File: src/rtl/fetch_settings.svh
//**************************************************************************
// sizes and the reset address of the instruction fetch stage
// the tag width follows from pc width and index width, with the two low
// pc bits dropped because instructions are word aligned
// the counter table has 2**FETCH_HISTORY_WIDTH entries
// the target table has 2**FETCH_TABLE_ADDR_WIDTH entries and needs that
// many cycles after reset to clear itself
//**************************************************************************

`ifndef FETCH_SETTINGS_SVH
`define FETCH_SETTINGS_SVH

// address width of the core
`define FETCH_PC_WIDTH 32

// index bits of the branch target table, taken from pc[6:2]
`define FETCH_TABLE_ADDR_WIDTH 5

// global history length, also the counter table index width
`define FETCH_HISTORY_WIDTH 6

// first pc fetched after reset
`define FETCH_START_ADDR 32'h0000_0100

`endif

File: src/rtl/fetch_pkg.sv
//**************************************************************************
// types shared by the fetch stage and its predictors
// widths come from the settings header, which must be on the include path
// the tag covers pc bits above the table index, pc[1:0] is never stored
//**************************************************************************

`include "fetch_settings.svh"

package fetch_pkg;

    typedef logic [`FETCH_PC_WIDTH-1:0] fetch_pc_t;
    typedef logic [`FETCH_TABLE_ADDR_WIDTH-1:0] fetch_table_index_t;
    typedef logic [`FETCH_PC_WIDTH-`FETCH_TABLE_ADDR_WIDTH-3:0] fetch_tag_t;
    typedef logic [`FETCH_HISTORY_WIDTH-1:0] fetch_history_t;

    // 0 and 1 predict not taken, 2 and 3 predict taken
    typedef logic [1:0] fetch_counter_t;

    // redirect and update command coming back from execute
    typedef struct packed {
        fetch_pc_t      current_pc;
        fetch_pc_t      actual_next_pc;
        logic           branched;
        logic           jumped;
        logic           update_pc;
        logic           mispredicted;
        logic           halt;
        fetch_counter_t history;
    } fetch_jump_t;

    typedef struct packed {
        logic           hit;
        fetch_counter_t counter;
    } fetch_prediction_t;

    // instruction command handed to decode
    typedef struct packed {
        fetch_pc_t         pc;
        fetch_pc_t         next_pc;
        logic              pc_updated;
        fetch_prediction_t prediction;
    } fetch_command_t;

    // one line of the branch target table
    typedef struct packed {
        logic       valid;
        fetch_tag_t tag;
        fetch_pc_t  target;
        logic       is_jump;
    } fetch_target_entry_t;

endpackage

File: src/rtl/fetch_direction_predictor.sv
//**************************************************************************
// global-history direction predictor with two-bit saturating counters
// the counter table is indexed by the global history alone, so every
// branch sharing a history value shares one counter
// counters start weakly not taken (1), history starts at zero
// an update writes the step of the counter seen at prediction time, not
// the current table contents
//**************************************************************************

`timescale 1ns/1ps

`include "fetch_settings.svh"

module fetch_direction_predictor (
    input  logic                      clk,
    input  logic                      reset,
    output fetch_pkg::fetch_counter_t prediction,
    input  logic                      update_valid,
    input  logic                      branched,
    input  fetch_pkg::fetch_counter_t history_at_predict
);

    localparam int DEPTH = 1 << `FETCH_HISTORY_WIDTH;

    fetch_pkg::fetch_counter_t counter_q [DEPTH];
    fetch_pkg::fetch_history_t history_q;
    fetch_pkg::fetch_counter_t counter_next;

    // saturating step of a two-bit counter
    function automatic fetch_pkg::fetch_counter_t counter_step(
        input fetch_pkg::fetch_counter_t value,
        input logic                      taken
    );
        fetch_pkg::fetch_counter_t result;
        result = value;
        if (taken && value != 2'd3) begin
            result = value + 2'd1;
        end else if (!taken && value != 2'd0) begin
            result = value - 2'd1;
        end
        return result;
    endfunction

    assign prediction   = counter_q[history_q];
    assign counter_next = counter_step(history_at_predict, branched);

    always_ff @(posedge clk) begin
        if (reset) begin
            history_q <= '0;
            for (int i = 0; i < DEPTH; i++) begin
                counter_q[i] <= 2'd1;
            end
        end else if (update_valid) begin
            // written at the history in use before the shift
            counter_q[history_q] <= counter_next;
            history_q            <= {history_q[`FETCH_HISTORY_WIDTH-2:0], branched};
        end
    end

endmodule

File: src/rtl/fetch_output_stage.sv
//**************************************************************************
// registered valid/ready stage with a two-entry skid buffer
// in_ready depends only on the fill level, never on out_ready
// data and valid appear one cycle after the input transfer
// full throughput while out_ready stays high
//**************************************************************************

`timescale 1ns/1ps

module fetch_output_stage #(
    parameter int WIDTH = 32
) (
    input  logic             clk,
    input  logic             reset,
    input  logic             in_valid,
    input  logic [WIDTH-1:0] in_data,
    output logic             in_ready,
    output logic             out_valid,
    output logic [WIDTH-1:0] out_data,
    input  logic             out_ready
);

    logic             skid_valid;
    logic [WIDTH-1:0] skid_data;
    logic             out_free;

    // main register empty or being read this cycle
    assign out_free = !out_valid || out_ready;
    assign in_ready = !skid_valid;

    always_ff @(posedge clk) begin
        if (reset) begin
            out_valid  <= 1'b0;
            skid_valid <= 1'b0;
        end else if (out_free) begin
            // skid drains first, input is blocked while it is full
            out_valid  <= skid_valid || in_valid;
            skid_valid <= 1'b0;
        end else if (in_valid && !skid_valid) begin
            skid_valid <= 1'b1;
        end
    end

    always_ff @(posedge clk) begin
        if (out_free) begin
            out_data <= skid_valid ? skid_data : in_data;
        end
        if (!out_free && in_valid && !skid_valid) begin
            skid_data <= in_data;
        end
    end

endmodule

File: src/rtl/fetch_pc_unit.sv
//**************************************************************************
// pc register, next-pc choice and the control of both output streams
// a command and its memory request are always offered and taken together,
// so neither stream can run ahead of the other
// jump commands are always accepted, ones marked mispredicted are ignored
// halt is sticky until reset
//**************************************************************************

`timescale 1ns/1ps

`include "fetch_settings.svh"

module fetch_pc_unit (
    input  logic                           clk,
    input  logic                           reset,
    input  logic                           jump_valid,
    input  fetch_pkg::fetch_jump_t         jump,
    output fetch_pkg::fetch_pc_t           lookup_pc,
    input  fetch_pkg::fetch_target_entry_t entry,
    input  logic                           hit,
    input  logic                           table_ready,
    input  fetch_pkg::fetch_counter_t      counter,
    output logic                           table_write_valid,
    output logic                           cmd_valid,
    output fetch_pkg::fetch_command_t      cmd,
    input  logic                           cmd_ready,
    output logic                           req_valid,
    output fetch_pkg::fetch_pc_t           req_addr,
    input  logic                           req_ready
);

    fetch_pkg::fetch_pc_t pc;
    fetch_pkg::fetch_pc_t pc_next;
    logic                 pc_updated;
    logic                 pc_updated_next;
    logic                 halted;
    logic                 produce;
    logic                 enable;
    logic                 predicted_taken;

    always_comb begin
        // the only place where mispredicted is looked at
        table_write_valid = jump_valid && !jump.mispredicted;

        produce = !halted && table_ready;
        enable  = cmd_ready && req_ready;

        cmd_valid = produce && enable;
        req_valid = produce && enable;

        lookup_pc       = pc;
        predicted_taken = hit && (counter[1] || entry.is_jump);

        pc_next         = pc;
        pc_updated_next = pc_updated;

        if (produce && enable) begin
            if (predicted_taken) begin
                pc_next = entry.target;
            end else begin
                pc_next = pc + fetch_pkg::fetch_pc_t'(4);
            end
            pc_updated_next = 1'b0;
        end

        // redirect from execute wins over any prediction
        if (table_write_valid && jump.update_pc) begin
            pc_next         = jump.actual_next_pc;
            pc_updated_next = 1'b1;
        end

        cmd.pc                 = pc;
        cmd.next_pc            = pc_next;
        cmd.pc_updated         = pc_updated;
        cmd.prediction.hit     = hit;
        cmd.prediction.counter = counter;

        req_addr = pc;
    end

    always_ff @(posedge clk) begin
        if (reset) begin
            pc         <= `FETCH_START_ADDR;
            pc_updated <= 1'b0;
            halted     <= 1'b0;
        end else begin
            pc         <= pc_next;
            pc_updated <= pc_updated_next;
            if (table_write_valid && jump.halt) begin
                halted <= 1'b1;
            end
        end
    end

endmodule

File: src/rtl/fetch_target_table.sv
//**************************************************************************
// direct-mapped branch target table, indexed by pc[6:2], tagged by pc[31:7]
// after reset every entry is cleared by a sweep of one entry per cycle,
// ready stays low until the sweep is over and writes are ignored before
// a write is visible to lookups from the next cycle on
//**************************************************************************

`timescale 1ns/1ps

`include "fetch_settings.svh"

module fetch_target_table (
    input  logic                          clk,
    input  logic                          reset,
    input  fetch_pkg::fetch_pc_t          lookup_pc,
    output fetch_pkg::fetch_target_entry_t entry,
    output logic                          hit,
    input  logic                          write_valid,
    input  fetch_pkg::fetch_pc_t          write_pc,
    input  fetch_pkg::fetch_pc_t          write_target,
    input  logic                          write_is_jump,
    output logic                          ready
);

    localparam int DEPTH = 1 << `FETCH_TABLE_ADDR_WIDTH;

    fetch_pkg::fetch_target_entry_t table_q [DEPTH];
    fetch_pkg::fetch_target_entry_t write_entry;
    fetch_pkg::fetch_table_index_t  lookup_index;
    fetch_pkg::fetch_table_index_t  write_index;
    fetch_pkg::fetch_table_index_t  sweep_index;
    logic                           sweep_done;

    // sweep counter, one entry per cycle
    always_ff @(posedge clk) begin
        if (reset) begin
            sweep_index <= '0;
            sweep_done  <= 1'b0;
        end else if (!sweep_done) begin
            sweep_index <= sweep_index + 1'b1;
            if (sweep_index == '1) begin
                sweep_done <= 1'b1;
            end
        end
    end

    assign ready = sweep_done;

    always_comb begin
        write_index         = write_pc[`FETCH_TABLE_ADDR_WIDTH+1:2];
        write_entry.valid   = 1'b1;
        write_entry.tag     = write_pc[`FETCH_PC_WIDTH-1:`FETCH_TABLE_ADDR_WIDTH+2];
        write_entry.target  = write_target;
        write_entry.is_jump = write_is_jump;
    end

    // clearing has priority until the whole table is swept
    always_ff @(posedge clk) begin
        if (!sweep_done) begin
            table_q[sweep_index] <= '0;
        end else if (write_valid) begin
            table_q[write_index] <= write_entry;
        end
    end

    always_comb begin
        lookup_index = lookup_pc[`FETCH_TABLE_ADDR_WIDTH+1:2];
        entry        = table_q[lookup_index];
        // entries not yet swept may hold garbage
        hit = sweep_done && entry.valid &&
              (entry.tag == lookup_pc[`FETCH_PC_WIDTH-1:`FETCH_TABLE_ADDR_WIDTH+2]);
    end

endmodule

File: src/rtl/fetch_top.sv
//**************************************************************************
// instruction fetch stage with target table and global-history predictor
// no output is valid until 32 cycles after reset, while the target table
// clears itself
// jump commands have no ready and are taken in the cycle they are valid
//**************************************************************************

`timescale 1ns/1ps

module fetch_top (
    input  logic                      clk,
    input  logic                      reset,
    input  logic                      jump_valid,
    input  fetch_pkg::fetch_jump_t    jump,
    output logic                      instr_cmd_valid,
    output fetch_pkg::fetch_command_t instr_cmd,
    input  logic                      instr_cmd_ready,
    output logic                      instr_req_valid,
    output fetch_pkg::fetch_pc_t      instr_req_addr,
    input  logic                      instr_req_ready
);

    localparam int CMD_WIDTH = $bits(fetch_pkg::fetch_command_t);
    localparam int REQ_WIDTH = $bits(fetch_pkg::fetch_pc_t);

    fetch_pkg::fetch_pc_t           lookup_pc;
    fetch_pkg::fetch_target_entry_t entry;
    logic                           hit;
    logic                           table_ready;
    logic                           table_write_valid;
    fetch_pkg::fetch_counter_t      counter;

    logic                      cmd_valid;
    logic                      cmd_ready;
    fetch_pkg::fetch_command_t cmd;
    logic                      req_valid;
    logic                      req_ready;
    fetch_pkg::fetch_pc_t      req_addr;

    fetch_target_table i_fetch_target_table (
        .clk           (clk),
        .reset         (reset),
        .lookup_pc     (lookup_pc),
        .entry         (entry),
        .hit           (hit),
        .write_valid   (table_write_valid),
        .write_pc      (jump.current_pc),
        .write_target  (jump.actual_next_pc),
        .write_is_jump (jump.jumped),
        .ready         (table_ready)
    );

    fetch_direction_predictor i_fetch_direction_predictor (
        .clk                (clk),
        .reset              (reset),
        .prediction         (counter),
        .update_valid       (table_write_valid),
        .branched           (jump.branched),
        .history_at_predict (jump.history)
    );

    fetch_pc_unit i_fetch_pc_unit (
        .clk               (clk),
        .reset             (reset),
        .jump_valid        (jump_valid),
        .jump              (jump),
        .lookup_pc         (lookup_pc),
        .entry             (entry),
        .hit               (hit),
        .table_ready       (table_ready),
        .counter           (counter),
        .table_write_valid (table_write_valid),
        .cmd_valid         (cmd_valid),
        .cmd               (cmd),
        .cmd_ready         (cmd_ready),
        .req_valid         (req_valid),
        .req_addr          (req_addr),
        .req_ready         (req_ready)
    );

    fetch_output_stage #(
        .WIDTH (CMD_WIDTH)
    ) i_cmd_stage (
        .clk       (clk),
        .reset     (reset),
        .in_valid  (cmd_valid),
        .in_data   (cmd),
        .in_ready  (cmd_ready),
        .out_valid (instr_cmd_valid),
        .out_data  (instr_cmd),
        .out_ready (instr_cmd_ready)
    );

    fetch_output_stage #(
        .WIDTH (REQ_WIDTH)
    ) i_req_stage (
        .clk       (clk),
        .reset     (reset),
        .in_valid  (req_valid),
        .in_data   (req_addr),
        .in_ready  (req_ready),
        .out_valid (instr_req_valid),
        .out_data  (instr_req_addr),
        .out_ready (instr_req_ready)
    );

endmodule

File: config.mk
export PLATFORM = sky130hd
export DESIGN_NAME = fetch_top
export DESIGN_NICKNAME = d
export VERILOG_FILES = /design/src/rtl/fetch_pkg.sv /design/src/rtl/fetch_direction_predictor.sv /design/src/rtl/fetch_output_stage.sv /design/src/rtl/fetch_pc_unit.sv /design/src/rtl/fetch_target_table.sv /design/src/rtl/fetch_top.sv
export VERILOG_INCLUDE_DIRS = /design/src /design/src/rtl
export SDC_FILE = /design/constraint.sdc
export NUM_CORES = 2
export LEC_CHECK = 0
export BUFFER_PORTS_ARGS = -buffer_cell sky130_fd_sc_hd__buf_2
export CAP_MARGIN = 20
export CORE_MARGIN = 2
export CORE_UTILIZATION = 35
export CTS_BUF_LIST = sky130_fd_sc_hd__clkbuf_4
export DETAILED_ROUTE_END_ITERATION = 16
export PLACE_DENSITY = 0.53
export REMOVE_ABC_BUFFERS = 1
export SLEW_MARGIN = 0
export SYNTH_ARGS = -nofsm -noshare
export SYNTH_HDL_FRONTEND = slang
export SYNTH_SLANG_ARGS = --single-unit
File: constraint.sdc
create_clock -name clk -period 6.9 [get_ports clk]
set_clock_uncertainty 0.05 [all_clocks]
set_input_delay 1.035 -clock clk [delete_from_list [all_inputs] [get_ports clk]]
set_output_delay 1.035 -clock clk [all_outputs]
set_load 0.01 [all_outputs]
## Word-level counts from Yosys, hierarchy flattened

Memory sizes are Yosys's and may differ from the RTL's. A register that Yosys moved wholly into a read port is not among the register bits.
Cells that the tools add are included.

- Register bits after elaboration: 250
- Memory bits (writable): 2016
- Word-level logic and storage cells: 88
- Memories: 2

- $add $sub $neg: 4
- Equal/unequal tests: 3
- Multiplexer cells: 28
- Reduce and logical (&&, ||, !) cells: 37

Memory list:

| memory | words | bits a word | rd ports | clocked after Yosys merged registers in | wr ports | RTL line | RTL |
|---|---|---|---|---|---|---|---|
| i_fetch_target_table.table_q | 32 | 59 | 1 | 1 | 1 | fetch_target_table.sv:27 | `fetch_pkg::fetch_target_entry_t table_q [DEPTH];` |
| i_fetch_direction_predictor.counter_q | 64 | 2 | 1 | 1 | 64 | fetch_direction_predictor.sv:25 | `fetch_pkg::fetch_counter_t counter_q [DEPTH];` |

Operators with widths:

| kind | number |
|---|---|
| two-way mux 32 bit | 4 |
| two-way mux 68 bit | 1 |
| two-way mux 59 bit | 1 |
| OR reduction 59 bit | 1 |
| adder 32 x 3 -> 32 bit, second input constant | 1 |
| == test 25 bit | 1 |
| two-way mux 6 bit | 3 |
| logical AND 1 bit | 17 |
| two-way mux 1 bit | 14 |
| two-way mux 5 bit | 2 |
| zero test 1 bit | 9 |
| two-way mux 2 bit | 3 |
| OR reduction 2 bit | 3 |
| adder 5 x 1 -> 5 bit, second input constant | 1 |
| == test 5 bit, second input constant | 1 |
| logical OR 1 bit | 5 |
| nonzero test 2 bit | 2 |
| adder 2 x 1 -> 2 bit, second input constant | 1 |
| inequality test 2 bit, second input constant | 1 |
| subtractor 2 x 1 -> 2 bit, second input constant | 1 |

## Longest topological paths before layout

- Word-level depth: 7
- Gate-level depth with buffers: 18

## Cells and area by module

A second synthesis with hierarchy kept.

- Cell total of the unflattened synthesis: 4604
- Area total of the unflattened synthesis: 91581.6 µm²

By module, submodules not included:

| module | times used | cells an instance | area each (µm²) | seq. area each (µm²) |
|---|---|---|---|---|
| fetch_target_table | 1 | 3215 | 73217.7 | 56814.5 |
| fetch_direction_predictor | 1 | 598 | 7036.7 | 4083.9 |
| fetch_output_stage (i_cmd_stage) | 1 | 220 | 5323.9 | 4124.0 |
| fetch_pc_unit | 1 | 463 | 3482.1 | 680.7 |
| fetch_output_stage (i_req_stage) | 1 | 108 | 2521.2 | 1961.9 |

## Worst setup path before layout

No wires, ideal clock.

- Kind: input-to-reg
- Start point: input instr_cmd_ready
- End point: register i_cmd_stage.skid_data[0], enable pin
- Data arrival time: 5735 ps
- Required time: 6356 ps
- Setup slack: 622 ps
- Stages on the path: 2
- Path buffers: 0
- Cell sequence: nand2b_1 -> nor2_1

- Word-level cells in the longest chain between the ends: 4

RTL lines:

| what | RTL line | RTL |
|---|---|---|
| from (decl) | fetch_top.sv:17 | `input logic instr_cmd_ready,` |
| logical OR 1 bit | fetch_output_stage.sv:28 | `assign out_free = !out_valid \|\| out_ready;` |
| zero test 1 bit | fetch_output_stage.sv:48 | `if (!out_free && in_valid && !skid_valid) begin` |
| logical AND 1 bit (2 in series) | fetch_output_stage.sv:48 |  |
| to (signal assigned) | fetch_output_stage.sv:49 | `skid_data <= in_data;` |
| to (decl) | fetch_output_stage.sv:24 | `logic [WIDTH-1:0] skid_data;` |

Every way passes these cells.
A chain may end at the register's enable or synchronous reset.

## Worst setup path in the final report

- Start point: register i_fetch_pc_unit.pc[3], in the netlist i_fetch_pc_unit.lookup_pc[3]
- End point: register i_cmd_stage.out_data[31], data pin

- Word-level cells in the longest chain between the ends: 5

RTL lines:

| what | RTL line | RTL |
|---|---|---|
| from (decl) | fetch_pc_unit.sv:32 | `fetch_pkg::fetch_pc_t pc;` |
| from (signal assigned) | fetch_pc_unit.sv:83 | `` pc <= `FETCH_START_ADDR; `` |
| from (signal assigned) | fetch_pc_unit.sv:87 | `pc <= pc_next;` |
| adder 32 x 3 -> 32 bit | fetch_pc_unit.sv:61 | `pc_next = pc + fetch_pkg::fetch_pc_t'(4);` |
| two-way mux 32 bit | fetch_pc_unit.sv:58 | `if (predicted_taken) begin` |
| two-way mux 32 bit | fetch_pc_unit.sv:57 | `if (produce && enable) begin` |
| two-way mux 32 bit | fetch_pc_unit.sv:67 | `if (table_write_valid && jump.update_pc) begin` |
| two-way mux 68 bit | fetch_output_stage.sv:46 | `out_data <= skid_valid ? skid_data : in_data;` |
| to (signal assigned) | fetch_output_stage.sv:46 |  |
| to (decl) | fetch_output_stage.sv:19 | `output logic [WIDTH-1:0] out_data,` |

Every way passes these cells.

==> report_table.html <==
<table>
<tr><th>Metric</th><th>Value</th></tr>
<tr><th colspan="2">Pwr</th></tr>
<tr><td>PwrDens</td><td>277.8 nW/um2</td></tr>
<tr><td>Leakage power</td><td>31.48 nW</td></tr>
<tr><td>Worst voltage drop across the vdd grid</td><td>0.0001423 V</td></tr>
<tr><th colspan="2">Synth</th></tr>
<tr><td>Fraction of synthesized cell area in xor and xnor cells</td><td>0.1267%</td></tr>
<tr><td>Largest area contributor in the synthesized netlist</td><td>edfxtp_1</td></tr>
<tr><td>Most frequent cells after synthesis</td><td>edfxtp_1, mux4_2, nand2_1</td></tr>
<tr><td>Largest cells by area after synthesis</td><td>edfxtp_1, mux4_2, mux2i_1</td></tr>
<tr><td>Post-synthesis compound-gate area fraction</td><td>3.203%</td></tr>
<tr><td>Synthesized netlist cell count</td><td>4533</td></tr>
<tr><td>Number of distinct library cells after synthesis</td><td>90</td></tr>
<tr><td>Basic-gate share of the synthesized area counting and, or, nand and nor cells</td><td>3.987%</td></tr>
<tr><td>Seq/Total Area, Yosys</td><td>75.28%</td></tr>
<tr><td>Dominant combinational cell family by area after synthesis</td><td>multiplexers</td></tr>
<tr><td>Cell Area, Synth</td><td>89890 um2</td></tr>
<tr><td>Number of synthesis warnings</td><td>0</td></tr>
<tr><td>Number of enable flip-flop cells after synthesis</td><td>2216</td></tr>
<tr><td>Post-synthesis mux area share</td><td>15.72%</td></tr>
<tr><td>Post-synthesis share of cell area spent on full adders, half adders and majority gates</td><td>0.06960%</td></tr>
<tr><td>Post-synthesis register bit count</td><td>2272</td></tr>
<tr><td>Mean area per synthesized cell</td><td>19.83 um2</td></tr>
<tr><td>Most frequently used cell type in the post-synthesis netlist</td><td>edfxtp_1</td></tr>
<tr><td>Share of the synthesized area in the top cell type</td><td>74.03%</td></tr>
<tr><td>Predominant post-synthesis flop cell</td><td>edfxtp_1</td></tr>
<tr><td>Post-synthesis async set-or-reset flop share</td><td>0%</td></tr>
<tr><th colspan="2">Setup path</th></tr>
<tr><td>Worst-path cell chain</td><td>buf_12, mux4_2, a2bb2oi_1, a211oi_1, nor3_1, nor4b_1, buf_4, nand4_1, nor4b_4, buf_12, and2_1, buf_4, o21ai_0, o21ba_2, o31ai_1</td></tr>
<tr><td>Buf+Inv Stages, Crit Path</td><td>4</td></tr>
<tr><td>Type of element launching the critical path</td><td>flop</td></tr>
<tr><td>Delay of the slowest critical-path stage</td><td>0.91 ns</td></tr>
<tr><td>Critical-path maximum fanout</td><td>87</td></tr>
<tr><td>Critical Path AT</td><td>7.85 ns</td></tr>
<tr><td>Critical Path Slowest Stage Cell</td><td>and2_1</td></tr>
<tr><td>Worst setup EP type</td><td>flop</td></tr>
<tr><td>Type of the worst setup path</td><td>flop to flop</td></tr>
<tr><td>Cell family with most CP delay</td><td>simple AND/OR/NAND/NOR gates</td></tr>
<tr><td>CP Data Required Time</td><td>8.05 ns</td></tr>
<tr><th colspan="2">STA</th></tr>
<tr><td>Maximum achievable frequency</td><td>149.3 MHz</td></tr>
<tr><td>Number of slew-limit violations in the final report</td><td>0</td></tr>
<tr><td>Hold Vio Cnt, Final</td><td>0</td></tr>
<tr><td>Slew @ Worst Pin</td><td>1.188 ns</td></tr>
<tr><td>Period Utilization, post-route</td><td>97.07%</td></tr>
<tr><td>Relative max-transition margin</td><td>20.78%</td></tr>
<tr><td>Final critical delay including setup and external delays</td><td>6.698 ns</td></tr>
<tr><td>Minimum setup slack in the final design</td><td>0.2022 ns</td></tr>
<tr><td>Final hold slack</td><td>0.1543 ns</td></tr>
<tr><td>Final count of negative-setup-slack endpoints</td><td>0</td></tr>
<tr><td>Unrepaired setup endpoints after global routing</td><td>no</td></tr>
<tr><th colspan="2">Placement</th></tr>
<tr><td>Final RePlAce weighted congestion</td><td>0.7995</td></tr>
<tr><td>Total of buffers placed on input and output ports</td><td>175</td></tr>
<tr><td>Pre-CTS worst setup slack</td><td>0.3283 ns</td></tr>
<tr><td>Hpwl dp</td><td>151700 um</td></tr>
<tr><th colspan="2">GRT</th></tr>
<tr><td>Remaining global-route overflow</td><td>0</td></tr>
<tr><td>Wire length of the first global-routing pass</td><td>389300 um</td></tr>
<tr><td>Maximum number of pins on one net before global-route repair</td><td>88</td></tr>
<tr><td>Total GRT Usage</td><td>21.13%</td></tr>
<tr><td>Via count of the first global-routing pass</td><td>50704</td></tr>
<tr><td>Number of antenna violations at the first check in global routing</td><td>23</td></tr>
<tr><td>Busiest layer in global routing</td><td>met2</td></tr>
<tr><td>Global Route met2 Usage</td><td>34.42%</td></tr>
<tr><td>Met3 usage</td><td>4.217%</td></tr>
<tr><td>Routing usage on met1</td><td>28.02%</td></tr>
<tr><th colspan="2">Route</th></tr>
<tr><td>Post-Route WL</td><td>279900 um</td></tr>
<tr><td>Initial DRT Pass Iterations</td><td>5</td></tr>
<tr><td>Residual antenna-violating net count after detailed routing</td><td>0</td></tr>
<tr><td>Routed length per placed instance</td><td>30.83 um</td></tr>
<tr><td>Via density per instance</td><td>5.544</td></tr>
<tr><td>Total vias in the final route</td><td>50333</td></tr>
<tr><td>Number of design-rule violations left by the first detailed-router iteration</td><td>5700</td></tr>
<tr><td>Number of remaining DRC errors</td><td>0</td></tr>
<tr><th colspan="2">Finish</th></tr>
<tr><td>Final #Nets</td><td>5343</td></tr>
<tr><td>Number of filler cells placed in the layout</td><td>23092</td></tr>
<tr><td>Fraction of layout instances using a drive strength above 1</td><td>35.41%</td></tr>
<tr><td>Synth-to-layout area growth</td><td>15.70%</td></tr>
<tr><th colspan="2">Job</th></tr>
<tr><td>Max-capacitance violation count</td><td>0</td></tr>
<tr><th colspan="2">Clock network</th></tr>
<tr><td>Clock transition at the registers of the reported paths</td><td>0.06 ns</td></tr>
<tr><td>CTS Buffer Depth</td><td>4</td></tr>
<tr><td>Post-CTS Resized</td><td>0</td></tr>
<tr><td>CTS tree</td><td>built</td></tr>
<tr><td>Clock Latency Late Sink</td><td>1.44 ns</td></tr>
<tr><td>Number of clock sinks</td><td>2272</td></tr>
<tr><td>CTS H-tree lvls</td><td>6</td></tr>
<tr><td>Buffer cell driving the clock tree root</td><td>clkbuf_4</td></tr>
<tr><td>CTS buffer count</td><td>618</td></tr>
<tr><th colspan="2">Die</th></tr>
<tr><td>Die extent in y</td><td>510.8 um</td></tr>
<tr><td>I/O pin count</td><td>178</td></tr>
<tr><td>Area enclosed by the die boundary</td><td>260900 um2</td></tr>
<tr><td>FP Rows</td><td>186</td></tr>
<tr><td>Die span in x</td><td>510.8 um</td></tr>
<tr><td>Core region area</td><td>256200 um2</td></tr>
<tr><td>Effective utilization at floorplan</td><td>35.08%</td></tr>
<tr><th colspan="2">Outcome</th></tr>
<tr><td>Outcome</td><td>completed</td></tr>
<tr><th colspan="2">Hold path</th></tr>
<tr><td>Hold Crit Class</td><td>input port to flop</td></tr>
</table>
[metal layers]
layer  routed length, um  vias up
met3               21500      449
met5                  27        -
met1              113200    26977
met4                9207        6
met2              136000     2333
li1                    -    20568
[layout make-up]
class / instances / area (um2) / area share, %
diodes: 16 / 40.04 / 0.03850
clock buffers: 928 / 6967 / 6.699
clock inverters: 109 / 634.4 / 0.6100
inverters: 18 / 76.32 / 0.07339
multi-input cells: 1947 / 21110 / 20.30
flip-flops and latches: 2272 / 67690 / 65.09
well taps: 3384 / 4234 / 4.071
repair buffers: 405 / 3248 / 3.123
[state kept, by name (all words and copies together) (netlist names), 5 cells and up, named ones only]
signal / flops
i_cmd_stage.out_data: 68
i_fetch_pc_unit.lookup_pc: 32
i_fetch_direction_predictor.counter_q: 128
i_req_stage.skid_data: 32
i_fetch_target_table.table_q: 1888
i_fetch_target_table.sweep_index: 5
i_cmd_stage.skid_data: 68
i_req_stage.out_data: 32
i_fetch_direction_predictor.history_q: 6
[per-stage QoR]
step | util [%] | power [mW] | cells | cell area (um2) | TNS, ns
after floorplan | - | 16.89 | 4237 | 88500 | -1901.61
after global routing | 40.57 | 29.96 | 9065 | 104000 | 0
after global placement | 37.41 | 17.30 | 7983 | 95870 | 0
after CTS | 40.53 | 29.19 | 9058 | 103800 | 0
after detailed placement | 37.41 | 17.31 | 7983 | 95870 | 0
final | 40.59 | 28.89 | 9079 | 104000 | 0
[final timing paths]
| kind | from | endpoint | slack [ns] | depth (start not counted) |
|---|---|---|---|---|
| max | i_fetch_pc_unit.lookup_pc[3]$_SDFF_PP0_ | i_cmd_stage.out_data[31]$_DFFE_PP_ | 0.20 | 15 |
| min | jump[64] | i_fetch_target_table.table_q[20][51]$_DFFE_PP_ | 0.15 | 2 |
| min reg2reg | i_fetch_pc_unit.pc_updated$_SDFFE_PP0P_ | i_cmd_stage.skid_data[3]$_DFFE_PP_ | 0.41 | 0 |
| max reg2reg | i_fetch_pc_unit.lookup_pc[3]$_SDFF_PP0_ | i_cmd_stage.out_data[31]$_DFFE_PP_ | 0.20 | 15 |
[timing repair]
item	CTS	global route
hold buffers	38	0
setup buffers	0	0
endpoints found under the hold margin	95	0
[layout by cell type (no fill, tap or decap), types with 13 or more instances in the layout]
cell              n
nor2_4           34
a21oi_1          76
o21ai_0         108
a22o_1           19
dlygate4sd3_1    38
and2_1           30
nand4_1          30
inv_2            15
nand2_1         234
mux2_2           91
buf_4           150
clkbuf_4        928
nor3_1           74
o221ai_1         30
mux4_2          502
or3_1            18
a31oi_1          15
o22ai_1          19
clkinv_1         74
diode_2          16
buf_2           174
a211oi_1         27
a22oi_1          22
inv_1            13
nor2_1          118
buf_12           38
dfxtp_1          47
edfxtp_1       2216
mux2i_1         178
nand3_1          39
and3_1           79
a221oi_1         17
[cells by family (layout without fill, tap and decap cells)]
kind of cell               Yosys count  after routing
other                                0             16
muxes                              772            772
DFF                               2272           2272
and+or+nand+nor                    731            731
AOI/OAI and AO/OA                  426            426
adders and majority gates            5              5
xor gates and xnor gates            13             13
buffers and inverters              314           1460
[power by group]
group / internal [mW] / switching, mW / total [mW]
combinational: 0.657 / 1.07 / 1.73
sequential: 15.2 / 0.120 / 15.3
clock: 6.35 / 5.51 / 11.9
(Power assumes the default switching activity.)
